### src/rtl/cpuTypesPkg.sv
// Shared types, instruction encodings and APB register map for the MIPS execution slice.
`default_nettype none

package cpuTypesPkg;

    typedef logic [31:0] wordT;
    typedef logic [4:0]  regBitsT;
    typedef logic [5:0]  opcodeT;
    typedef logic [5:0]  functT;
    typedef logic [3:0]  aluOpT;
    typedef logic [2:0]  pcSrcT;
    typedef logic [7:0]  apbAddrT;

    // Opcode field encodings.
    localparam opcodeT RTYPE = 6'b000000;
    localparam opcodeT J     = 6'b000010;
    localparam opcodeT JAL   = 6'b000011;
    localparam opcodeT BEQ   = 6'b000100;
    localparam opcodeT BNE   = 6'b000101;
    localparam opcodeT ADDI  = 6'b001000;
    localparam opcodeT ADDIU = 6'b001001;
    localparam opcodeT SLTI  = 6'b001010;
    localparam opcodeT SLTIU = 6'b001011;
    localparam opcodeT ANDI  = 6'b001100;
    localparam opcodeT ORI   = 6'b001101;
    localparam opcodeT XORI  = 6'b001110;
    localparam opcodeT LUI   = 6'b001111;
    localparam opcodeT LW    = 6'b100011;
    localparam opcodeT SW    = 6'b101011;
    localparam opcodeT HALT  = 6'b111111;

    // Function field encodings for R-type instructions.
    localparam functT SLLV = 6'b000100;
    localparam functT SRLV = 6'b000110;
    localparam functT JR   = 6'b001000;
    localparam functT ADD  = 6'b100000;
    localparam functT ADDU = 6'b100001;
    localparam functT SUB  = 6'b100010;
    localparam functT SUBU = 6'b100011;
    localparam functT AND  = 6'b100100;
    localparam functT OR   = 6'b100101;
    localparam functT XOR  = 6'b100110;
    localparam functT NOR  = 6'b100111;
    localparam functT SLT  = 6'b101010;
    localparam functT SLTU = 6'b101011;

    // ALU operations.
    localparam aluOpT aluSll  = 4'd0;
    localparam aluOpT aluSrl  = 4'd1;
    localparam aluOpT aluAdd  = 4'd2;
    localparam aluOpT aluSub  = 4'd3;
    localparam aluOpT aluAnd  = 4'd4;
    localparam aluOpT aluOr   = 4'd5;
    localparam aluOpT aluXor  = 4'd6;
    localparam aluOpT aluNor  = 4'd7;
    localparam aluOpT aluSlt  = 4'd8;
    localparam aluOpT aluSltu = 4'd9;

    // Next program counter sources.
    localparam pcSrcT pcNext  = 3'd0;
    localparam pcSrcT pcBreq  = 3'd1;
    localparam pcSrcT pcBrne  = 3'd2;
    localparam pcSrcT pcJump  = 3'd3;
    localparam pcSrcT pcJumpR = 3'd4;
    localparam pcSrcT pcKeep  = 3'd5;

    // APB register map. Register n of the file reads at addrRegBase + 4*n.
    localparam apbAddrT addrInstr   = 8'h00;
    localparam apbAddrT addrPc      = 8'h04;
    localparam apbAddrT addrStatus  = 8'h08;
    localparam apbAddrT addrRegBase = 8'h80;

    localparam int dataMemWords    = 16;
    localparam int dataMemAddrBits = $clog2(dataMemWords);

endpackage

`default_nettype wire

### src/rtl/registerFile.sv
// 32-entry register file with two operand read ports, a debug read port and one write port.
`timescale 1ns/1ps
`default_nettype none

module registerFile import cpuTypesPkg::*; (
    input  logic    CLK,
    input  logic    rstN,
    input  regBitsT rsAddr,
    input  regBitsT rtAddr,
    input  regBitsT dbgAddr,
    input  regBitsT wrAddr,
    input  logic    wrEn,
    input  wordT    wrData,
    output wordT    rsData,
    output wordT    rtData,
    output wordT    dbgData
);

    wordT regs [32];

    // Register 0 is never written, so it keeps its reset value of zero.
    always_ff @(posedge CLK or negedge rstN) begin
        if (!rstN) begin
            for (int i = 0; i < 32; i++) begin
                regs[i] <= '0;
            end
        end else if (wrEn && (wrAddr != 5'd0)) begin
            regs[wrAddr] <= wrData;
        end
    end

    // Reads see the old contents during the issuing cycle.
    assign rsData  = regs[rsAddr];
    assign rtData  = regs[rtAddr];
    assign dbgData = regs[dbgAddr];

endmodule

`default_nettype wire

### config.mk
export PLATFORM = sky130hd
export DESIGN_NAME = registerFile
export DESIGN_NICKNAME = d
export VERILOG_FILES = /design/src/rtl/cpuTypesPkg.sv /design/src/rtl/registerFile.sv
export SDC_FILE = /design/constraint.sdc
export NUM_CORES = 2
export LEC_CHECK = 0
export BUFFER_PORTS_ARGS = -buffer_cell sky130_fd_sc_hd__buf_2
export CORE_MARGIN = 2
export CORE_UTILIZATION = 45
export DETAILED_ROUTE_END_ITERATION = 8
export HOLD_SLACK_MARGIN = 0.15
export SYNTH_ARGS = -nofsm -noshare
export SYNTH_HDL_FRONTEND = slang
export SYNTH_SLANG_ARGS = --single-unit
### constraint.sdc
create_clock -name CLK -period 3.3 [get_ports CLK]
set_clock_uncertainty 0.05 [all_clocks]
set_input_delay 0.165 -clock CLK [delete_from_list [all_inputs] [get_ports CLK]]
set_output_delay 0.165 -clock CLK [all_outputs]
set_load 0.05 [all_outputs]
# Word level (Yosys, flattened, before mapping)
# Cells that the tools add are included.
[classes]
order_cmp = 5
n_bitwise = 4
n_mux = 12
n_reduce_logical = 3
[op_table]
columns = ["op", "n"]
rows = [
  ["$bwmux W1024", 1],
  ["$bmux W32 S5", 3],
  ["$mux W32", 7],
  ["$demux W32 S5", 1],
  ["$ge A6 B6 Y1 const B", 4],
  ["$not A5 Y6", 4],
  ["$lt A6 B1 Y1 const B", 1],
  ["$reduce_bool A5 Y1", 1],
  ["$logic_and A1 B1 Y1", 2],
]
[totals]
reg_bits = 1024
elab_cells = 56
input_bits = 55

# Logic depth before layout (Yosys ltp)
[depth]
ltp_word = 6
ltp_mapped = 8

# Worst setup path after synthesis
# No wires, ideal clock.
[synth_timing]
kind = "input port to output port"
start = "input dbgAddr[1]"
end = "output dbgData[16]"
arrival_time_ns = 1.689
setup_slack_ns = 1.396
stages = 8
cell_sequence = "buf_2 > buf_2 > buf_4 > buf_4 > mux2i_1 > a22oi_1 > a31oi_1 > nand3_1"
[synth_between]
elab_chain_len = 4
[synth_rtl]
columns = ["element", "line_no", "rtl"]
rows = [
  ["from (decl)", "registerFile.sv:10", "input regBitsT dbgAddr,"],
  ["$not A5 Y6 (not written as such)", "registerFile.sv:35", "assign dbgData = regs[dbgAddr];"],
  ["$bmux W32 S5", "registerFile.sv:35", ""],
  ["$mux W32 (not written as such) (2 in a row)", "registerFile.sv:35", ""],
  ["to (decl)", "registerFile.sv:16", "output wordT dbgData"],
]
# Every way passes these cells. The select of a mux whose other input is x is not followed.

# Worst setup path after layout
[layout_timing]
start = "input dbgAddr[4]"
end = "output dbgData[2]"
# Same word-level chain as after synthesis.

==> impl_metrics.env <==
export IMPL_drive_gt1_share_pct=28.3
export IMPL_cpLargestDelayFamily="simple AND/OR/NAND/NOR gates"
export IMPL_cpPeakStageDelay_ps=810
export IMPL_status="completed"
export IMPL_clockBufferDepth=3
export IMPL_end_kind="primary output"
export IMPL_required_ps=3080
export IMPL_critPathLaunchType="input port"
export IMPL_biggestRegsByFlops="regs (1024)"
export IMPL_r2r_cells=2
export IMPL_die_h_um=382
export IMPL_path_max_fanout=16
export IMPL_cts_buffers=114
export IMPL_syn_nets=5823
export IMPL_worst_path_max_delay_cell="or2_2"
export IMPL_rsz0062_at_grt="false"
export IMPL_wire_per_inst_um=31.1
export IMPL_hpwl_mm=142
export IMPL_ys_seq_area_share_pct=39.9
export IMPL_clkSinkCount=1024
export IMPL_num_vias=50535
export IMPL_cp_buffers_inverters=3
export IMPL_gp_congestion=0.878
export IMPL_path_common_cell="buf_2"
export IMPL_antenna_found_initial=26
export IMPL_htree_levels=3
export IMPL_worst_setup_path_type="input port to primary output"
export IMPL_grt_pass1_wl_mm=348
export IMPL_synth_distinct_cells=29
export IMPL_max_slew_margin_pct=25.6
export IMPL_syn2layout_area_growth_pct=13.0
export IMPL_ys_ff_latch=1024
export IMPL_power_density_mw_per_mm2=569
export IMPL_worst_slew_pin_slew_ps=1120
export IMPL_synth_cells=5768
export IMPL_postRouteAntennaNets=0
export IMPL_ios=151
export IMPL_first_pass_iters=6
export IMPL_drc=0
export IMPL_fin_hold_ws_ps=202
export IMPL_finalCriticalPeriod_ps=2760
export IMPL_globalRouteOverflowTotal=0
export IMPL_worst_r2r_endpoint="regs[484]"
export IMPL_slew_violations=0
export IMPL_netlist_area_mm2=0.0642
export IMPL_core_mm2=0.142
export IMPL_r2r_slack_ps=1900
export IMPL_fmax_mhz=362
export IMPL_grt_max_degree=80
export IMPL_yosysWarnings=0
export IMPL_n_fill_cell=12607
export IMPL_ir_worst_vdd_uv=590
export IMPL_layout_nets=5787
export IMPL_cts_tree="yes"
export IMPL_setup_violations=0
export IMPL_chipWidth_um=382
export IMPL_cp_data_arrival_time_ps=2540
export IMPL_drt_iter0_markers=4863
export IMPL_largest_reg_flops=1024
export IMPL_r2r_start="regs[484]"
export IMPL_wirelength_mm=241
export IMPL_timing_final_crit_share_pct=83.6
export IMPL_largest_register="regs"
export IMPL_clock_latency_ps=740
export IMPL_crit_path_start="dbgAddr[4]"
export IMPL_cts_root_buf="clkbuf_16"
export IMPL_critical_path_cell_chain="buf_2, or2_2, buf_4, nor3_1, a31oi_1, nand3_1, buf_2"
export IMPL_hold_viol=0
export IMPL_max_cap_viol_count=0
export IMPL_die_area_mm2=0.146
export IMPL_start_util_pct=45.4
export IMPL_syn_area_per_cell_um2=11.1
export IMPL_p_leak_uw=0.0344
export IMPL_grt_pass1_vias=49651
export IMPL_tns_ps=0
export IMPL_viasPerCell=6.54
export IMPL_hold_class="input port to async pin"
export IMPL_port_buffers=150
export IMPL_num_rows=138
export IMPL_path_clk_slew_ps=60
export IMPL_grt_usage_pct=32.1
final cells by class:
cell class / instances / area [um2] / share of cell area (%)
multi-input cells: 4139 / 36200 / 49.8
diodes: 9 / 22.5 / 0.0310
clock buffers: 156 / 3310 / 4.56
clock inverters: 56 / 736 / 1.01
flip-flops and latches: 1024 / 25600 / 35.3
well taps: 1890 / 2360 / 3.26
repair buffers: 453 / 4380 / 6.03
cell usage in the layout (no fill, tap or decap), types with 8 or more instances in the layout:
cell type      instances
mux2i_1             1536
nor2b_4                8
clkbuf_1              14
mux2_1                 8
dfrtp_1             1024
nor3_1                98
nand2_1              290
clkinvlp_4            11
nand3_1              290
clkbuf_8              26
a31oi_1               96
nor2_4                15
buf_12                94
a21oi_1              288
a22o_1               192
buf_2                140
dlygate4sd3_1         42
nand2_4               12
clkinv_2              22
mux2_2               982
bufinv_16             15
diode_2                9
a22oi_1              288
buf_4                172
clkbuf_16            116
layer usage:
| metal | wire length [um] | GRT usage (%) | up-vias |
|---|---|---|---|
| li1 | - | - | 21441 |
| met1 | 101000 | 42.9 | 26197 |
| met2 | 110000 | 50.7 | 2276 |
| met3 | 17600 | 5.66 | 611 |
| met4 | 12400 | 15.1 | 10 |
| met5 | 57 | 0 | - |
power breakdown:
part	switching [uW]	internal (uW)
clock network	5680	8190
registers	2480	14900
logic	5250	4770
total	13400	27900
cells by family (layout without fill, tap and decap cells):
family                 after synthesis  count (layout)  synth area share [%]
and+or+nand+nor                    747             747                  5.27
muxes                             2528            2528                  41.3
buffers and inverters              605             665                  4.35
AOI/OAI and AO/OA                  864             864                  9.16
other                                0               9                     0
DFF                               1024            1024                  39.9
worst max-delay path by stage:
stage,slack [ps],cells past startpoint,endpoint
floorplan,1400,8,dbgData[16]
global placement,680,6,regs[664]
detailed placement,640,7,dbgData[0]
CTS,500,6,rtData[16]
global route,480,6,rtData[16]
finish,540,7,dbgData[2]
tightest hold or removal path, stage by stage:
cell,delay (ps)
dlygate4sd3_1,560
buf_8,350
buf_12,290
metrics by stage:
step / util [%] / instances / power, uW / setup WS (ps) / cell area [um2]
finish: 51.3 / 7727 / 41300 / 540 / 72600
floorplan: - / 5768 / 24200 / 1400 / 64200
global route: 51.3 / 7720 / 43100 / 476 / 72600
global placement: 48.1 / 7463 / 27000 / 677 / 68100
detailed placement: 48.1 / 7463 / 27400 / 640 / 68100
CTS: 51.3 / 7718 / 41300 / 504 / 72600
synthesized netlist by cell type (all sizes together):
cell    count  share of area, %
and2        3             0.029
nand3     292               2.3
nand4b      1             0.014
and3        1            0.0097
mux2      992                17
nor2       17             0.099
a31oi      96              0.93
nand4       1            0.0097
nor3       99              0.78
dfrtp    1024                40
or3         1            0.0097
nand2     306               1.8
or2         3             0.029
nor2b      14              0.14
clkbuf    276               1.6
a22oi     288               3.4
mux2i    1536                24
nand2b      9             0.088
a21oi     288               2.2
a22o      192               2.6
buf       329               2.7
what timing repair did:
item	4_1_cts	5_1_grt
hold buffers	43	0
setup buffers	0	0
endpoints found under the hold margin	1699	0
gates resized for setup	0	0
No activity file was read; power rests on OpenSTA's default activity.
