===== src/rtl/cpuTypesPkg.sv =====
// Shared types, instruction encodings and APB register map for the MIPS execution slice.
`default_nettype none

package cpuTypesPkg;

    typedef logic [31:0] wordT;
    typedef logic [4:0]  regBitsT;
    typedef logic [5:0]  opcodeT;
    typedef logic [5:0]  functT;
    typedef logic [3:0]  aluOpT;
    typedef logic [2:0]  pcSrcT;
    typedef logic [7:0]  apbAddrT;

    // Opcode field encodings.
    localparam opcodeT RTYPE = 6'b000000;
    localparam opcodeT J     = 6'b000010;
    localparam opcodeT JAL   = 6'b000011;
    localparam opcodeT BEQ   = 6'b000100;
    localparam opcodeT BNE   = 6'b000101;
    localparam opcodeT ADDI  = 6'b001000;
    localparam opcodeT ADDIU = 6'b001001;
    localparam opcodeT SLTI  = 6'b001010;
    localparam opcodeT SLTIU = 6'b001011;
    localparam opcodeT ANDI  = 6'b001100;
    localparam opcodeT ORI   = 6'b001101;
    localparam opcodeT XORI  = 6'b001110;
    localparam opcodeT LUI   = 6'b001111;
    localparam opcodeT LW    = 6'b100011;
    localparam opcodeT SW    = 6'b101011;
    localparam opcodeT HALT  = 6'b111111;

    // Function field encodings for R-type instructions.
    localparam functT SLLV = 6'b000100;
    localparam functT SRLV = 6'b000110;
    localparam functT JR   = 6'b001000;
    localparam functT ADD  = 6'b100000;
    localparam functT ADDU = 6'b100001;
    localparam functT SUB  = 6'b100010;
    localparam functT SUBU = 6'b100011;
    localparam functT AND  = 6'b100100;
    localparam functT OR   = 6'b100101;
    localparam functT XOR  = 6'b100110;
    localparam functT NOR  = 6'b100111;
    localparam functT SLT  = 6'b101010;
    localparam functT SLTU = 6'b101011;

    // ALU operations.
    localparam aluOpT aluSll  = 4'd0;
    localparam aluOpT aluSrl  = 4'd1;
    localparam aluOpT aluAdd  = 4'd2;
    localparam aluOpT aluSub  = 4'd3;
    localparam aluOpT aluAnd  = 4'd4;
    localparam aluOpT aluOr   = 4'd5;
    localparam aluOpT aluXor  = 4'd6;
    localparam aluOpT aluNor  = 4'd7;
    localparam aluOpT aluSlt  = 4'd8;
    localparam aluOpT aluSltu = 4'd9;

    // Next program counter sources.
    localparam pcSrcT pcNext  = 3'd0;
    localparam pcSrcT pcBreq  = 3'd1;
    localparam pcSrcT pcBrne  = 3'd2;
    localparam pcSrcT pcJump  = 3'd3;
    localparam pcSrcT pcJumpR = 3'd4;
    localparam pcSrcT pcKeep  = 3'd5;

    // APB register map. Register n of the file reads at addrRegBase + 4*n.
    localparam apbAddrT addrInstr   = 8'h00;
    localparam apbAddrT addrPc      = 8'h04;
    localparam apbAddrT addrStatus  = 8'h08;
    localparam apbAddrT addrRegBase = 8'h80;

    localparam int dataMemWords    = 16;
    localparam int dataMemAddrBits = $clog2(dataMemWords);

endpackage

`default_nettype wire


===== src/rtl/controlUnit.sv =====
// Instruction decoder turning opcode and function fields into datapath controls.
`timescale 1ns/1ps
`default_nettype none

module controlUnit import cpuTypesPkg::*; (
    input  opcodeT opcode,
    input  functT  funct,
    output logic   regDst,
    output logic   regWr,
    output logic   memWr,
    output logic   memRd,
    output logic   memToReg,
    output logic   aluSrc,
    output logic   extOp,
    output logic   shiftUp,
    output logic   wrLinkReg,
    output logic   halt,
    output pcSrcT  pcSrc,
    output aluOpT  aluOp
);

    // ALU groups. The R-type group defers to the function field.
    localparam logic [2:0] grpSub   = 3'd0;
    localparam logic [2:0] grpOr    = 3'd1;
    localparam logic [2:0] grpAnd   = 3'd2;
    localparam logic [2:0] grpXor   = 3'd3;
    localparam logic [2:0] grpRtype = 3'd4;
    localparam logic [2:0] grpAdd   = 3'd5;
    localparam logic [2:0] grpSlt   = 3'd6;
    localparam logic [2:0] grpSltu  = 3'd7;

    logic [2:0] aluGroup;

    always_comb begin
        aluGroup  = grpSub;
        regDst    = 1'b0;
        regWr     = 1'b0;
        memWr     = 1'b0;
        memRd     = 1'b0;
        memToReg  = 1'b0;
        aluSrc    = 1'b0;
        extOp     = 1'b0;
        shiftUp   = 1'b0;
        wrLinkReg = 1'b0;
        halt      = 1'b0;
        pcSrc     = pcNext;
        case (opcode)
            RTYPE: begin
                aluGroup = grpRtype;
                if (funct == JR) begin
                    pcSrc = pcJumpR;
                end else begin
                    regDst = 1'b1;
                    regWr  = 1'b1;
                end
            end
            J: begin
                pcSrc = pcJump;
            end
            JAL: begin
                wrLinkReg = 1'b1;
                regWr     = 1'b1;
                pcSrc     = pcJump;
            end
            BEQ: begin
                pcSrc = pcBreq;
            end
            BNE: begin
                pcSrc = pcBrne;
            end
            ADDI, ADDIU: begin
                aluGroup = grpAdd;
                regWr    = 1'b1;
                aluSrc   = 1'b1;
                extOp    = 1'b1;
            end
            SLTI: begin
                aluGroup = grpSlt;
                regWr    = 1'b1;
                aluSrc   = 1'b1;
                extOp    = 1'b1;
            end
            SLTIU: begin
                aluGroup = grpSltu;
                regWr    = 1'b1;
                aluSrc   = 1'b1;
                extOp    = 1'b1;
            end
            ANDI: begin
                aluGroup = grpAnd;
                regWr    = 1'b1;
                aluSrc   = 1'b1;
            end
            ORI: begin
                aluGroup = grpOr;
                regWr    = 1'b1;
                aluSrc   = 1'b1;
            end
            XORI: begin
                aluGroup = grpXor;
                regWr    = 1'b1;
                aluSrc   = 1'b1;
            end
            LUI: begin
                // rs is zero in LUI, so OR passes the shifted immediate.
                aluGroup = grpOr;
                regWr    = 1'b1;
                aluSrc   = 1'b1;
                shiftUp  = 1'b1;
            end
            LW: begin
                aluGroup = grpAdd;
                memRd    = 1'b1;
                regWr    = 1'b1;
                aluSrc   = 1'b1;
                memToReg = 1'b1;
                extOp    = 1'b1;
            end
            SW: begin
                aluGroup = grpAdd;
                memWr    = 1'b1;
                aluSrc   = 1'b1;
                extOp    = 1'b1;
            end
            HALT: begin
                halt  = 1'b1;
                pcSrc = pcKeep;
            end
            default: begin
                // Unknown opcodes fall through as no-ops.
            end
        endcase
    end

    always_comb begin
        aluOp = aluSub;
        case (aluGroup)
            grpSub:  aluOp = aluSub;
            grpOr:   aluOp = aluOr;
            grpAnd:  aluOp = aluAnd;
            grpXor:  aluOp = aluXor;
            grpAdd:  aluOp = aluAdd;
            grpSlt:  aluOp = aluSlt;
            grpSltu: aluOp = aluSltu;
            grpRtype: begin
                case (funct)
                    SLLV:       aluOp = aluSll;
                    SRLV:       aluOp = aluSrl;
                    ADD, ADDU:  aluOp = aluAdd;
                    SUB, SUBU:  aluOp = aluSub;
                    AND:        aluOp = aluAnd;
                    OR:         aluOp = aluOr;
                    XOR:        aluOp = aluXor;
                    NOR:        aluOp = aluNor;
                    SLT:        aluOp = aluSlt;
                    SLTU:       aluOp = aluSltu;
                    default:    aluOp = aluSub;
                endcase
            end
            default: aluOp = aluSub;
        endcase
    end

endmodule

`default_nettype wire


===== config.mk =====
export PLATFORM = sky130hd
export DESIGN_NAME = controlUnit
export DESIGN_NICKNAME = d
export VERILOG_FILES = /design/src/rtl/cpuTypesPkg.sv /design/src/rtl/controlUnit.sv
export SDC_FILE = /design/constraint.sdc
export NUM_CORES = 1
export LEC_CHECK = 0
export BUFFER_PORTS_ARGS = -buffer_cell sky130_fd_sc_hd__buf_4
export CAP_MARGIN = 15
export CELL_PAD_IN_SITES_DETAIL_PLACEMENT = 0
export CELL_PAD_IN_SITES_GLOBAL_PLACEMENT = 1
export CORE_MARGIN = 2
export CORE_UTILIZATION = 28
export DETAILED_ROUTE_END_ITERATION = 12
export GPL_ROUTABILITY_DRIVEN = 0
export PLACE_DENSITY_LB_ADDON = 0.25
export SYNTH_ARGS = -nofsm -noshare
export SYNTH_HDL_FRONTEND = slang
export SYNTH_SLANG_ARGS = --single-unit

===== constraint.sdc =====
create_clock -name vclk -period 1.5
set_input_delay 0.15 -clock vclk [all_inputs]
set_output_delay 0.15 -clock vclk [all_outputs]
set_load 0.02 [all_outputs]

; ---- After elaboration in Yosys (flattened, before gate mapping)
; Cells that the tools add are included.
[word_totals]
mem_count = 0
rom_bits = 0
out_inout_bits = 17
latchBits = 0
ram_bits = 0
input_bits = 12
ff_bits = 0
wordCells = 57
[op_classes]
magnitude_cmp = 0
muxes = 15
add_sub_neg = 0
reduce_logical = 9
shift = 0
bitwise_logic = 0
div = 0
n_mul = 0
n_eq_ne = 33
[op_table]
columns = operator, n
row1 = $eq A6 B6 Y1 const B, 11
row2 = $eq A6 B4 Y1 const B, 9
row3 = $pmux W4 S9, 1
row4 = $pmux W4 S8, 1
row5 = $eq A6 B3 Y1 const B, 4
row6 = $pmux W3 S7, 1
row7 = $reduce_or A10 Y1, 2
row8 = $pmux W3 S5, 1
row9 = $eq A3 B3 Y1 const B, 4
row10 = $eq A6 B2 Y1 const B, 2
row11 = $mux W1, 9
row12 = $eq A3 B2 Y1 const B, 2
row13 = $logic_not A6 Y1, 1
row14 = $reduce_or A2 Y1, 3
row15 = $reduce_or A6 Y1, 1
row16 = $reduce_or A4 Y1, 1
row17 = $eq A3 B1 Y1 const B, 1
row18 = $logic_not A3 Y1, 1
row19 = $mux W3, 1
row20 = $pmux W1 S2, 1

; ---- Depth between registers and ports, before layout
[logic_depth]
depth_word = 5
mapped_depth = 6
ltp_nobuf = 5

; ---- Worst setup path before layout
; Ideal clock, no wire load.
[synth_timing]
kind = input -> output
startpoint = input opcode[4]
endpoint = output memToReg
arrival_ns = 1.420
t_required_ns = 1.350
path_stages = 3
path_slack_ns = -0.070
path_buffers = 2
cell_sequence = clkbuf_1 nor4_1 buf_4
[synth_between]
elab_chain_cells = 2
[synth_lines]
columns = item, line_no
row1 = from (decl), controlUnit.sv:6  ; input opcodeT opcode,
row2 = $eq A6 B6 Y1, -
row3 = $mux W1, -
row4 = to (decl), controlUnit.sv:12  ; output logic memToReg,
; No other way between the ends.

; ---- Final worst setup path
[layout_timing]
startpoint = input opcode[1]
endpoint = output aluOp[0]
[layout_between]
elab_chain_cells = 5
elab_cells_between_ends = 23
classes_between = 17 x eq/ne / 2 x mux / 4 x reduce/logical
[layout_lines]
columns = item, line_no
row1 = $eq A6 B6 Y1 or $eq A6 B4 Y1 (tied branches), controlUnit.sv:47  ; case (opcode)
row2 = $reduce_or A4 Y1 (no source line) or $reduce_or A2 Y1 (tied branches), -
row3 = $pmux W3 S7 *, controlUnit.sv:47
row4 = "$eq A3 B3 Y1, or another cell as far along", controlUnit.sv:137  ; case (aluGroup)
row5 = $pmux W4 S8 *, controlUnit.sv:137
row6 = to (decl), controlUnit.sv:19  ; output aluOpT aluOp
; Mark *: on every way between the ends. The rest lies on a longest branch, timed or not.

==> results.toml <==
[run_status]
status = "finished, final reports clean"

[grt]
gr-total-overflow = 0
grtUsageTotal_pct = 14.8
grt_pass1_vias = 552
grt_pass1_wl_um = 2290
grt_max_degree = 14
antenna_found_initial = 0

[sta]
tightest_slew_ns = 0.269
timing.final.ws_setup_ns = 0.0822
maxSlewHeadroom_pct = 81.9
fmax_mhz = 705
setup_viol = 0
hold_viol_final = 0
period_share_pct = 94.5
final_max_slew_viol_count = 0
fin_crit_ns = 1.42

[routing]
drtIter0Drc = 17
drt-wirelength-per-cell_um = 12.7
dr.pass1.iters = 4
drcViolationCount = 0
drt_wl_total_um = 1460
vias = 642
ant_nets = 0
vias_per_cell = 5.58

[yosys]
synth_top_area_share_pct = 7.78
syn_nets = 81
syn-mean-instance-area_um2 = 6.29
netlist_instances = 69
synth.largest_area_cell = "nor2_1"
syn_area_um2 = 434
synth.area.top_cells = "nor2_1 (7.8%), nand2_1 (6.1%), nand4b_1 (6.1%)"
synth_cell_types = 35
yosysSeqAreaShare_pct = 0
synth_warnings = 0

[critical_path]
crit_type = "primary input to output pin"
critical_path_buf_inv_count = 2
startpoint = "opcode[1]"
critPathCaptureType = "output pin"
cp_cell_sequence = "buf_4, nor2_1, o21bai_1, a211oi_2, o31ai_1, a22o_1, buf_4"
crit_family = "compound AO/OA/AOI/OAI gates"
path_common_cell = "buf_4"
crit_cells = 7
required_ns = 1.35
critPathSlowestCell = "a211oi_2"
startpoint_type = "primary input"
slowest_delay_ns = 0.29
crit_end = "aluOp[0]"
crit_fanout = 8
arrival_ns = 1.27

[cells_and_area]
seq_area_um2 = 0
drive_above_1_share_pct = 45.5
num-clock-buffers = 0
fin_nets = 113
synthToLayoutAreaGrowth_pct = 63.7
antenna_cells = 0
fill_cells = 164
design_area_um2 = 711
n_sequential_cell = 0

[floorplanning]
die_x_um = 43.4
coreArea_mm2 = 0.00147
num_io_pins = 29
start_util_pct = 29.5
num_rows = 14
die_h_um = 43.4
dieArea_mm2 = 0.00188

[placement]
dp_hpwl_um = 1160
pre_cts_ws_ns = 0.0137
place.port_buffers = 29
placed_cell_area_um2 = 692

[power_and_ir_drop]
internal_power_w = 0.0000774
vdd_drop_max_mv = 0.124
seq_power_share_pct = 0
p_leak_nw = 0.302
p_comb_share_pct = 100.0
swShare_pct = 54.9
p_sw_w = 0.0000944
p_per_area_mw_per_mm2 = 242
p_clk_share_pct = 0

[worst_hold_path]
hp-class = "primary input to output pin"

[job]
drv_cap = 0

[cts]
postCtsSetupBuffers = 0
## logic make-up (layout without fill, tap and decap cells)
family / after synthesis / count (layout) / share of synthesized area, %
compound gates: 23 / 23 / 38.3
buf+inv: 7 / 37 / 8.93
simple gates: 37 / 37 / 47.8
mux: 2 / 2 / 4.90
## synthesized netlist by cell type (2+ instances only)
library cell / n
or2_2: 2
nand4b_1: 3
o31ai_1: 2
nor3_1: 3
nor2_1: 9
nor4_1: 3
inv_1: 2
a211oi_1: 2
a21oi_1: 3
nand3_1: 3
a21boi_0: 2
nand2_1: 7
clkbuf_1: 2
nor2b_1: 2
o22ai_1: 3
o21ai_0: 2
## power by group through the flow
stage	clock network, W	registers, W	logic, W
after floorplan	0	0	0.0000892
after CTS	0	0	0.000167
after global placement	0	0	0.000166
final	0	0	0.000172
after global routing	0	0	0.000186
after detailed placement	0	0	0.000166
## worst min-delay path: stages
cell and delay, ns:
buf_4 0.14, nor3_1 0.06, buf_4 0.14
## per-stage QoR
step	hold WS [ns]	std cells	total power, W	setup TNS [ns]	utilization [%]
global placement	0.647	115	0.000166	0	47.0
finish	0.647	115	0.000172	0	48.3
floorplan	0.462	69	0.0000892	0	-
CTS	0.649	115	0.000167	0	47.0
detailed placement	0.645	115	0.000166	0	47.0
global route	0.669	115	0.000186	-0.00359	48.3
## cell usage in the layout, fill, tap and decap left out, drive strengths merged
| cell | n |
|---|---|
| a21oi | 3 |
| nor3 | 3 |
| buf | 35 |
| nor4 | 3 |
| a211oi | 2 |
| o22a | 1 |
| o21bai | 1 |
| a21boi | 2 |
| o31ai | 2 |
| a22o | 1 |
| and2 | 1 |
| o22ai | 3 |
| a22oi | 1 |
| nand2 | 7 |
| mux2 | 1 |
| mux2i | 1 |
| o32ai | 1 |
| or2 | 3 |
| a31oi | 1 |
| nand3 | 4 |
| nand2b | 1 |
| nand4b | 3 |
| nor2 | 9 |
| o21ai | 3 |
| a32o | 1 |
| nor4b | 1 |
| nor2b | 2 |
| inv | 2 |
| o2111ai | 1 |
## worst min path at each step
stage / start / to / slack (ns) / cells after the start
after floorplan: opcode[0] / memRd / 0.46 / 2
after global placement: opcode[3] / pcSrc[1] / 0.65 / 3
after detailed placement: opcode[3] / pcSrc[1] / 0.65 / 3
after CTS: opcode[3] / pcSrc[1] / 0.65 / 3
after global routing: funct[4] / aluOp[2] / 0.67 / 3
final: opcode[3] / pcSrc[1] / 0.65 / 3
## routing by layer
layer	GRT usage [%]	wire [um]	vias to the layer above
met5	0	0	-
met4	0.606	0	0
met3	0.833	89	0
met2	26.6	692	20
met1	20.5	681	296
li1	-	-	326
## area by class of cell
| cell class | count | area (um2) | area share [%] |
|---|---|---|---|
| tap | 16 | 20.0 | 2.82 |
| timing repair buffer | 35 | 263 | 37.0 |
| inverter | 2 | 7.51 | 1.06 |
| multi-input combinational | 62 | 420 | 59.2 |
## what timing repair did
item,4_1_cts,5_1_grt
hold buffers,0,0
resized for setup,0,4
endpoints found under the setup margin,0,5
Power figures use the tool's default switching activity.
