===== config.mk =====
export PLATFORM = sky130hd
export DESIGN_NAME = apbRegs
export DESIGN_NICKNAME = d
export VERILOG_FILES = /design/src/rtl/cpuTypesPkg.sv /design/src/rtl/apbRegs.sv
export SDC_FILE = /design/constraint.sdc
export NUM_CORES = 1
export LEC_CHECK = 0
export BUFFER_PORTS_ARGS = -buffer_cell sky130_fd_sc_hd__buf_2
export CAP_MARGIN = 0
export CORE_UTILIZATION = 30
export CTS_CLUSTER_SIZE = 14
export DETAILED_ROUTE_END_ITERATION = 10
export GPL_TIMING_DRIVEN = 0
export PLACE_DENSITY = 0.77
export SETUP_SLACK_MARGIN = 0.5
export SYNTH_ARGS = -nofsm -noshare
export SYNTH_HDL_FRONTEND = slang
export SYNTH_SLANG_ARGS = --single-unit

===== constraint.sdc =====
create_clock -name CLK -period 2 [get_ports CLK]
set_input_delay 0.1 -clock CLK [delete_from_list [all_inputs] [get_ports CLK]]
set_output_delay 0.1 -clock CLK [all_outputs]
set_load 0.03 [all_outputs]

===== src/rtl/cpuTypesPkg.sv =====
// Shared types, instruction encodings and APB register map for the MIPS execution slice.
`default_nettype none

package cpuTypesPkg;

    typedef logic [31:0] wordT;
    typedef logic [4:0]  regBitsT;
    typedef logic [5:0]  opcodeT;
    typedef logic [5:0]  functT;
    typedef logic [3:0]  aluOpT;
    typedef logic [2:0]  pcSrcT;
    typedef logic [7:0]  apbAddrT;

    // Opcode field encodings.
    localparam opcodeT RTYPE = 6'b000000;
    localparam opcodeT J     = 6'b000010;
    localparam opcodeT JAL   = 6'b000011;
    localparam opcodeT BEQ   = 6'b000100;
    localparam opcodeT BNE   = 6'b000101;
    localparam opcodeT ADDI  = 6'b001000;
    localparam opcodeT ADDIU = 6'b001001;
    localparam opcodeT SLTI  = 6'b001010;
    localparam opcodeT SLTIU = 6'b001011;
    localparam opcodeT ANDI  = 6'b001100;
    localparam opcodeT ORI   = 6'b001101;
    localparam opcodeT XORI  = 6'b001110;
    localparam opcodeT LUI   = 6'b001111;
    localparam opcodeT LW    = 6'b100011;
    localparam opcodeT SW    = 6'b101011;
    localparam opcodeT HALT  = 6'b111111;

    // Function field encodings for R-type instructions.
    localparam functT SLLV = 6'b000100;
    localparam functT SRLV = 6'b000110;
    localparam functT JR   = 6'b001000;
    localparam functT ADD  = 6'b100000;
    localparam functT ADDU = 6'b100001;
    localparam functT SUB  = 6'b100010;
    localparam functT SUBU = 6'b100011;
    localparam functT AND  = 6'b100100;
    localparam functT OR   = 6'b100101;
    localparam functT XOR  = 6'b100110;
    localparam functT NOR  = 6'b100111;
    localparam functT SLT  = 6'b101010;
    localparam functT SLTU = 6'b101011;

    // ALU operations.
    localparam aluOpT aluSll  = 4'd0;
    localparam aluOpT aluSrl  = 4'd1;
    localparam aluOpT aluAdd  = 4'd2;
    localparam aluOpT aluSub  = 4'd3;
    localparam aluOpT aluAnd  = 4'd4;
    localparam aluOpT aluOr   = 4'd5;
    localparam aluOpT aluXor  = 4'd6;
    localparam aluOpT aluNor  = 4'd7;
    localparam aluOpT aluSlt  = 4'd8;
    localparam aluOpT aluSltu = 4'd9;

    // Next program counter sources.
    localparam pcSrcT pcNext  = 3'd0;
    localparam pcSrcT pcBreq  = 3'd1;
    localparam pcSrcT pcBrne  = 3'd2;
    localparam pcSrcT pcJump  = 3'd3;
    localparam pcSrcT pcJumpR = 3'd4;
    localparam pcSrcT pcKeep  = 3'd5;

    // APB register map. Register n of the file reads at addrRegBase + 4*n.
    localparam apbAddrT addrInstr   = 8'h00;
    localparam apbAddrT addrPc      = 8'h04;
    localparam apbAddrT addrStatus  = 8'h08;
    localparam apbAddrT addrRegBase = 8'h80;

    localparam int dataMemWords    = 16;
    localparam int dataMemAddrBits = $clog2(dataMemWords);

endpackage

`default_nettype wire


===== src/rtl/apbRegs.sv =====
// APB slave owning the PC and halt state, issuing instructions and serving register reads.
`timescale 1ns/1ps
`default_nettype none

module apbRegs import cpuTypesPkg::*; (
    input  logic    CLK,
    input  logic    rstN,
    input  logic    psel,
    input  logic    penable,
    input  logic    pwrite,
    input  apbAddrT paddr,
    input  wordT    pwdata,
    input  wordT    nextPc,
    input  logic    haltSet,
    input  wordT    dbgData,
    output wordT    prdata,
    output logic    pready,
    output logic    pslverr,
    output wordT    instr,
    output logic    issue,
    output wordT    pc,
    output regBitsT dbgAddr
);

    logic access;
    logic halted;
    logic hitInstr;
    logic hitPc;
    logic hitStatus;
    logic hitReg;
    logic mapped;
    logic readOnly;
    logic error;

    assign access    = psel && penable;
    assign hitInstr  = (paddr == addrInstr);
    assign hitPc     = (paddr == addrPc);
    assign hitStatus = (paddr == addrStatus);
    assign hitReg    = ((paddr & 8'h83) == addrRegBase);
    assign mapped    = hitInstr || hitPc || hitStatus || hitReg;
    assign readOnly  = hitStatus || hitReg;

    assign error = !mapped || (pwrite && readOnly) || (pwrite && hitInstr && halted);

    assign issue   = access && pwrite && hitInstr && !halted;
    assign instr   = (access && hitInstr) ? pwdata : '0;
    assign dbgAddr = paddr[6:2];

    // Zero wait states on every access.
    assign pready  = 1'b1;
    assign pslverr = access && error;

    always_comb begin
        prdata = '0;
        if (access && !pwrite) begin
            if (hitPc) begin
                prdata = pc;
            end else if (hitStatus) begin
                prdata = {31'd0, halted};
            end else if (hitReg) begin
                prdata = dbgData;
            end
        end
    end

    always_ff @(posedge CLK or negedge rstN) begin
        if (!rstN) begin
            pc     <= '0;
            halted <= 1'b0;
        end else if (issue) begin
            pc     <= nextPc;
            halted <= haltSet;
        end else if (access && pwrite && hitPc) begin
            pc <= pwdata;
        end
    end

endmodule

`default_nettype wire


Word-level counts from Yosys, hierarchy flattened

Cells that the tools add are included.

Output and inout port bits: 104
Logic and storage cells: 34
Register bits: 33

Reduce and logical (&&, ||, !) cells: 22
Mux-type cells: 7
Equal/unequal tests: 3

Operators with widths:

| operator                                      | number |
|---|---|
| 2-to-1 mux 32 bit                             | 7 |
| logical AND 1 bit                             | 11 |
| == test 8 x 3 -> 1 bit, second input constant | 1 |
| == test 8 x 4 -> 1 bit, second input constant | 1 |
| logical NOT 8 bit                             | 1 |
| logical OR 1 bit                              | 6 |
| == test 3 bit, second input constant          | 1 |
| logical NOT 1 bit                             | 3 |
| nonzero test 2 bit                            | 1 |

Depth between registers and ports, before layout

Gate-level depths: netlist of the first run.

Depth after elaboration: 8
Mapped depth: 7
Mapped depth without buffers: 4

Worst setup path before layout of the first run

Ideal clock, no wire load.

Kind: input -> output
Start point: input paddr[5]
End point: output instr[10]
Setup slack: 196 ps
Buffers on the path: 2
Cell stages on the path: 6
Arrival: 1704 ps
Cells stage by stage: or4_4 > buf_6 > nor3_4 > nor3b_4 > clkbuf_1 > and2_1

Longest elaborated chain between the ends: 3

RTL lines:

| what               | line          | RTL |
|---|---|---|
| start: declaration | apbRegs.sv:11 | `input apbAddrT paddr,` |
| logical NOT 8 bit  | apbRegs.sv:36 | `assign hitInstr = (paddr == addrInstr);` |
| logical AND 1 bit  | apbRegs.sv:46 | `assign instr = (access && hitInstr) ? pwdata : '0;` |
| 2-to-1 mux 32 bit  | apbRegs.sv:46 |  |
| end: declaration   | apbRegs.sv:19 | `output wordT instr,` |

No other way between the ends.

Worst setup path in the final report of the first run

Start point: input paddr[5]
End point: output instr[11]

The elaborated chain is that of the path after synthesis.

==> results.yml, run 1 <==
run_status:
  outcome: "completed"
synthesis:
  ys_ff_latch: 33
  synth-simple-area-share: 0.267
  synth_flop_cell: "dfrtp_1"
  synth_top_area_share: 0.365
  yosysSeqAreaShare: 0.365
  synth_xor_area_frac: 0
  postSynthAreaPerCell_um2: 10.4
  synth.area.top_cells: "dfrtp_1 (36%), and2_1 (18%), a221o_1 (13%)"
  synthMuxAreaShare: 0
  synth_top_family_by_area: "compound AO/OA/AOI/OAI gates"
  synth.most_common_cell: "and2_1"
  ys_types: 31
  netlist_area_um2: 2260
  synth-compound-area-share: 0.284
  yosysWarnings: 0
  synthTopCellsByCount: "and2_1 (65), dfrtp_1 (33), a22o_1 (31), a221o_1 (30), clkbuf_1 (10)"
  async_flop_share: 1.00
  synth_largest_area_cell: "dfrtp_1"
  synth_edf_count: 0
  syn-instance-count: 218
  postSynthNetCount: 328
  synthAdderAreaFrac: 0
place:
  place_inst: 528
  place.gp.congestion: 0.764
  place_ws_ns: -0.283
  portBuffers: 211
  dpl.hpwl_mm: 6.52
route:
  routed_via_density: 5.06
  drc: 0
  drt-pass1-iter-count: 4
  drtIter0Drc: 69
  vias: 2829
  routed_wirelength_mm: 9.69
  drt-wirelength-per-cell_um: 17.3
  final_antenna_net_count: 0
die:
  initial_core_util: 0.311
  coreArea_um2: 7290
  die_x_um: 88.9
  die_h_um: 88.9
  ios: 214
  die-area_um2: 7900
  std_cell_rows: 31
pwr:
  netSwitchingPower_uw: 444
  leakagePower_uw: 0.00263
  power_frac_seq: 0.420
  powerDensity_nw_per_um2: 352
  p_comb_frac: 0.191
  p_sw_frac: 0.264
  ir_worst_vdd_v: 0.000245
  clock_power_share: 0.389
  intPower_uw: 1240
layout:
  layout.nets: 569
  syn_to_final_growth_pct: 111
  drive_above_1_share: 0.817
  n_antenna_cell: 0
  fillers: 559
  instances_no_fill: 559
setup_path:
  crit_path_max_fanout: 10
  cp.arrival_ns: 1.82
  crit_type: "primary input to output pin"
  end_kind: "output pin"
  startpoint_type: "primary input"
  required_ns: 1.90
clock_tree:
  cts_root_buf: "clkbuf_8"
  clk_pin_slew_worst_paths_ns: 0.07
  cts_sinks: 33
  clk_latency_ns: 0.28
  cts_tree: "built"
  clock_path_buffers: 2
  cts_buffers: 5
  h-tree-depth: 2
timing:
  period_needed_ns: 1.92
  rsz0062_at_grt: "true"
  finClkSkew_ns: 0.00338
  setup_tns_ns: 0
  worstMarginPinSlew_ns: 0.795
  finalHoldViolCount: 0
  slew_violations: 0
  slew_headroom: 0.470
  worst_slack_ns: 0.0820
  final.period_utilization: 0.959
  report.final.setup_viol: 0
  max_freq_mhz: 521
worst_hold_path:
  min_path_type: "primary input to flop"
run:
  cap_violations: 0
grt:
  grt_pass1_wl_mm: 13.5
  grtUsageTotal: 0.230
  grt_pass1_vias: 2719
  overflow: 0
  grt_max_degree: 34
  antenna_found_initial: 0
final cells by class:
type,count,area [um^2],share of cell area
clock buffer,7,86.3,0.0180
tap,99,124,0.0259
clock inverter,1,30.0,0.00628
sequential,33,826,0.173
buffer,28,339,0.0709
multi-input combinational,157,1710,0.357
timing repair buffer,234,1670,0.349
routing by layer:
layer | global-route usage | share of wire
met1 | 0.257 | 0.39
met4 | 0.0645 | 0.0088
met3 | 0.0373 | 0.056
met5 | 0 | 0
met2 | 0.446 | 0.55
registers in the layout, indices dropped and copies added, names as in the netlist:
register,cells
pc,32
halted,1
worst max-delay path: stages:
cell and delay, ns:
buf_6 0.09, or4_4 0.52, buf_6 0.14, nor3_4 0.13
nor3b_4 0.25, buf_6 0.16, clkbuf_16 0.15, and2_4 0.14
buf_6 0.12
cells by family (layout without fill, tap and decap cells):
| logic type | after synthesis | after routing |
|---|---|---|
| simple gates | 86 | 86 |
| compound gates | 70 | 70 |
| flops | 33 | 33 |
| buf+inv | 28 | 270 |
| other cells | 1 | 1 |
power by group through the flow:
stage               combinational (uW)  clock [uW]  sequential, uW
finish                             321         655             707
global placement                   295           0             719
detailed placement                 303           0             720
floorplan                         89.7           0             755
CTS                                315         672             707
global route                       346         702             709
final timing paths:
check                              startpoint                 end  slack (ns)  cells after the start
max                                  paddr[5]           instr[11]        0.08                      9
min                                pwdata[27]  pc[27]$_DFFE_PN0P_        0.06                      2
max reg2reg                halted$_DFFE_PN0P_   pc[1]$_DFFE_PN0P_        0.15                      8
min reg2reg                 pc[0]$_DFFE_PN0P_   pc[0]$_DFFE_PN0P_        0.56                      1
max in group asynchronous                rstN   pc[5]$_DFFE_PN0P_        1.05                      2
min in group asynchronous                rstN  pc[22]$_DFFE_PN0P_        0.44                      2
metrics by stage:
step	util	area, um^2	hold WS, ns	total power (uW)
2_1_floorplan	-	2650	-0.196	844
3_5_place_dp	0.526	3830	0.231	1020
4_1_cts	0.626	4570	0.0532	1690
3_3_place_gp	0.526	3830	0.226	1010
5_1_grt	0.656	4780	0.0571	1760
6_report	0.656	4780	0.0629	1680
what timing repair did:
action	in CTS	in global routing
hold buffers	1	0
buffers inserted	10	6
pin swaps	18	37
cloned	4	2
setup endpoints to repair	98	99
hold endpoints to repair	33	0
resized for setup	144	44
placed cells by master, fill, tap and decap left out, types with 2 or more instances in the layout:
master / count
a221o_1: 30
a221o_2: 2
a22o_4: 31
and2_4: 64
buf_12: 3
buf_2: 145
buf_4: 37
buf_6: 60
buf_8: 5
clkbuf_1: 2
clkbuf_16: 5
clkbuf_2: 3
clkbuf_8: 7
dfrtp_1: 33
nand2_1: 2
nand2b_1: 2
nor2_1: 2
nor3_4: 2
o21ai_0: 2
Power figures use the tool's default switching activity.
==> run 2, diff against run 1 <==
ABC_AREA = 1   (was not set)
PLACE_DENSITY = 0.76   (was 0.77)
==> results.yml, run 2 <==
route:
  drt-pass1-iter-count: 6
  drt-wirelength-per-cell_um: 12.0
  drc: 0
  routed_via_density: 4.48
  wl_met1_mm: 3.77
  final_antenna_net_count: 0
  wl_met3_um: 552
  vias: 3242
  drtIter0Drc: 81
  routed.top_layer: "met4"
  routed_wirelength_mm: 8.66
  routed-wl-met2_mm: 4.28
pwr:
  ir_worst_vdd_v: 0.000238
  leakagePower_uw: 0.00233
  powerDensity_nw_per_um2: 405
synthesis:
  yosysSeqAreaShare: 0.348
  synth.area.top_cells: "dfrtp_1 (35%), nand2_1 (27%), nand3_1 (7.2%)"
  async_flop_share: 1.00
  yosysWarnings: 0
  synth_top_area_share: 0.348
  ys_types: 17
  syn-instance-count: 395
  netlist_area_um2: 2370
  synthTopCellsByCount: "nand2_1 (173), nor2_1 (43), inv_1 (42), nand3_1 (34), dfrtp_1 (33)"
  synth_edf_count: 0
  synth_largest_area_cell: "dfrtp_1"
  postSynthAreaPerCell_um2: 6.00
  postSynthNetCount: 505
  synth_flop_cell: "dfrtp_1"
  ys_ff_latch: 33
  synth.most_common_cell: "nand2_1"
clock_tree:
  clk_pin_slew_worst_paths_ns: 0.07
  clk_latency_ns: 0.28
  h-tree-depth: 2
  cts_buffers: 5
  clock_path_buffers: 2
  cts_sinks: 33
  cts_tree: "built"
  cts_root_buf: "clkbuf_8"
layout:
  largestRegisters: "pc (32), halted (1)"
  fillers: 806
  final_cell_mix: "buf_2 (207), nand2_1 (172), nor2_1 (43)"
  multi_input_area_um2: 1200
  final_common_cell: "buf_2"
  ff_latch_area_um2: 826
  largest_register: "pc"
  syn_to_final_growth_pct: 59.2
  fin_util: 0.491
  layout.nets: 731
  drive_above_1_share: 0.419
  n_antenna_cell: 0
  largest_reg_flops: 32
place:
  place_ws_ns: 0.404
  dpl.hpwl_mm: 6.81
  place.gp.congestion: 0.856
  portBuffers: 212
timing:
  final.period_utilization: 0.719
  worst_slack_ns: 0.563
  rsz0062_at_grt: "true"
  slew_violations: 0
  worstMarginPinSlew_ns: 0.780
  finalHoldViolCount: 0
  period_needed_ns: 1.44
  max_freq_mhz: 696
  finClkSkew_ns: 0.00851
  slew_headroom: 0.480
  report.final.setup_viol: 0
  setup_tns_ns: 0
setup_path:
  critPathSlowestCell: "buf_2"
  path_delay_family: "buffers and inverters"
  crit_path_max_fanout: 8
  cp_common_cell: "buf_2"
  required_ns: 1.90
  cpPeakStageDelay_ns: 0.22
  path_cells: "buf_2 > nor2_2 > nand2_1 > nor2_4 > buf_12 > buf_2 > nand2_1 > a21oi_1 > buf_2"
  rrSetupSlack_ns: 0.81
  cp.arrival_ns: 1.34
  crit_type: "primary input to output pin"
  startpoint_type: "primary input"
  worst-path-buf-inv: 4
  end_kind: "output pin"
die:
  die-area_um2: 8260
  std_cell_rows: 32
  die_h_um: 90.9
  coreArea_um2: 7690
  ios: 214
  initial_core_util: 0.308
  die_x_um: 90.9
run:
  cap_violations: 0
grt:
  overflow: 0
  grt_pass1_wl_mm: 13.6
  antenna_found_initial: 0
  grtUsageTotal: 0.205
  grt_pass1_vias: 2870
  grt_max_degree: 34
run_status:
  outcome: "completed"
worst_hold_path:
  min_path_type: "primary input to flop"
-- run 2: cell count changes after synthesis, sizes merged, moves of 3 or more --
cell | previous run | this run
nor2 | 2 | 46
nand3 | 0 | 34
clkbuf | 10 | 6
buf | 18 | 21
a22o | 31 | 0
a221o | 32 | 0
and2 | 65 | 0
nand2 | 3 | 175
a21oi | 1 | 31
inv | 0 | 45
nor3 | 3 | 0
-- run 2: what timing repair did --
item / in CTS / in global routing
pin swaps: 0 / 2
cloned: 0 / 1
hold buffers: 1 / 0
setup endpoints to repair: 41 / 61
buffers inserted: 0 / 5
hold endpoints to repair: 33 / 0
resized for setup: 8 / 20
-- run 2: path summary, 6_finish.rpt --
kind                                          from                 end  cells after the start
worst max-delay path                      paddr[1]          prdata[20]                      9
worst min-delay path                    nextPc[10]  pc[10]$_DFFE_PN0P_                      3
worst max register to register  halted$_DFFE_PN0P_  pc[11]$_DFFE_PN0P_                      7
worst min register to register  pc[19]$_DFFE_PN0P_  pc[19]$_DFFE_PN0P_                      2
max in group asynchronous                     rstN  pc[12]$_DFFE_PN0P_                      2
min in group asynchronous                     rstN   pc[5]$_DFFE_PN0P_                      2
-- run 2: per-layer routing --
metal,up-vias,global-route usage
li1,1636,-
met5,-,0
met3,4,0.0303
met2,144,0.369
met4,0,0.0437
met1,1458,0.257
-- run 2: cells by family after synthesis --
kind of cell,count (synthesis),synth area share
flip-flops,33,0.348
other,1,0.00158
AND/OR/NAND/NOR,255,0.431
buffers and inverters,72,0.146
AO/OA/AOI/OAI,34,0.0734
-- run 2: layout make-up --
cell class              count  share of cell area
inverters                  45              0.0448
repair buffers            219               0.303
clock inverters             1             0.00199
multi-input cells         290               0.319
flip-flops and latches     33               0.219
plain buffers              27              0.0570
clock buffers               6              0.0219
well taps                 102              0.0338
-- run 2: report_power, final --
| part | switching (uW) | total [uW] | internal [uW] | leakage [uW] |
|---|---|---|---|---|
| registers | 17.8 | 704 | 686 | 0.000458 |
| logic | 181 | 311 | 130 | 0.00183 |
| clock network | 239 | 511 | 272 | 0.0000433 |
| total | 438 | 1530 | 1090 | 0.00233 |
-- run 2: per-stage QoR --
stage          power, uW  hold WS [ns]  area (um^2)  cells
5_1_grt             1600        0.0396         3770    723
2_1_floorplan        848        -0.196         2370    395
3_3_place_gp        1020         0.211         3560    709
4_1_cts             1550        0.0256         3680    717
3_5_place_dp        1020         0.224         3560    709
6_report            1530        0.0338         3770    723
-- run 2: worst reg2reg max path, delay by kind of cell (launching register included) --
kind | cells | cell delay (ns)
flops | 1 | 0.41
buf+inv | 3 | 0.39
simple gates | 4 | 0.33
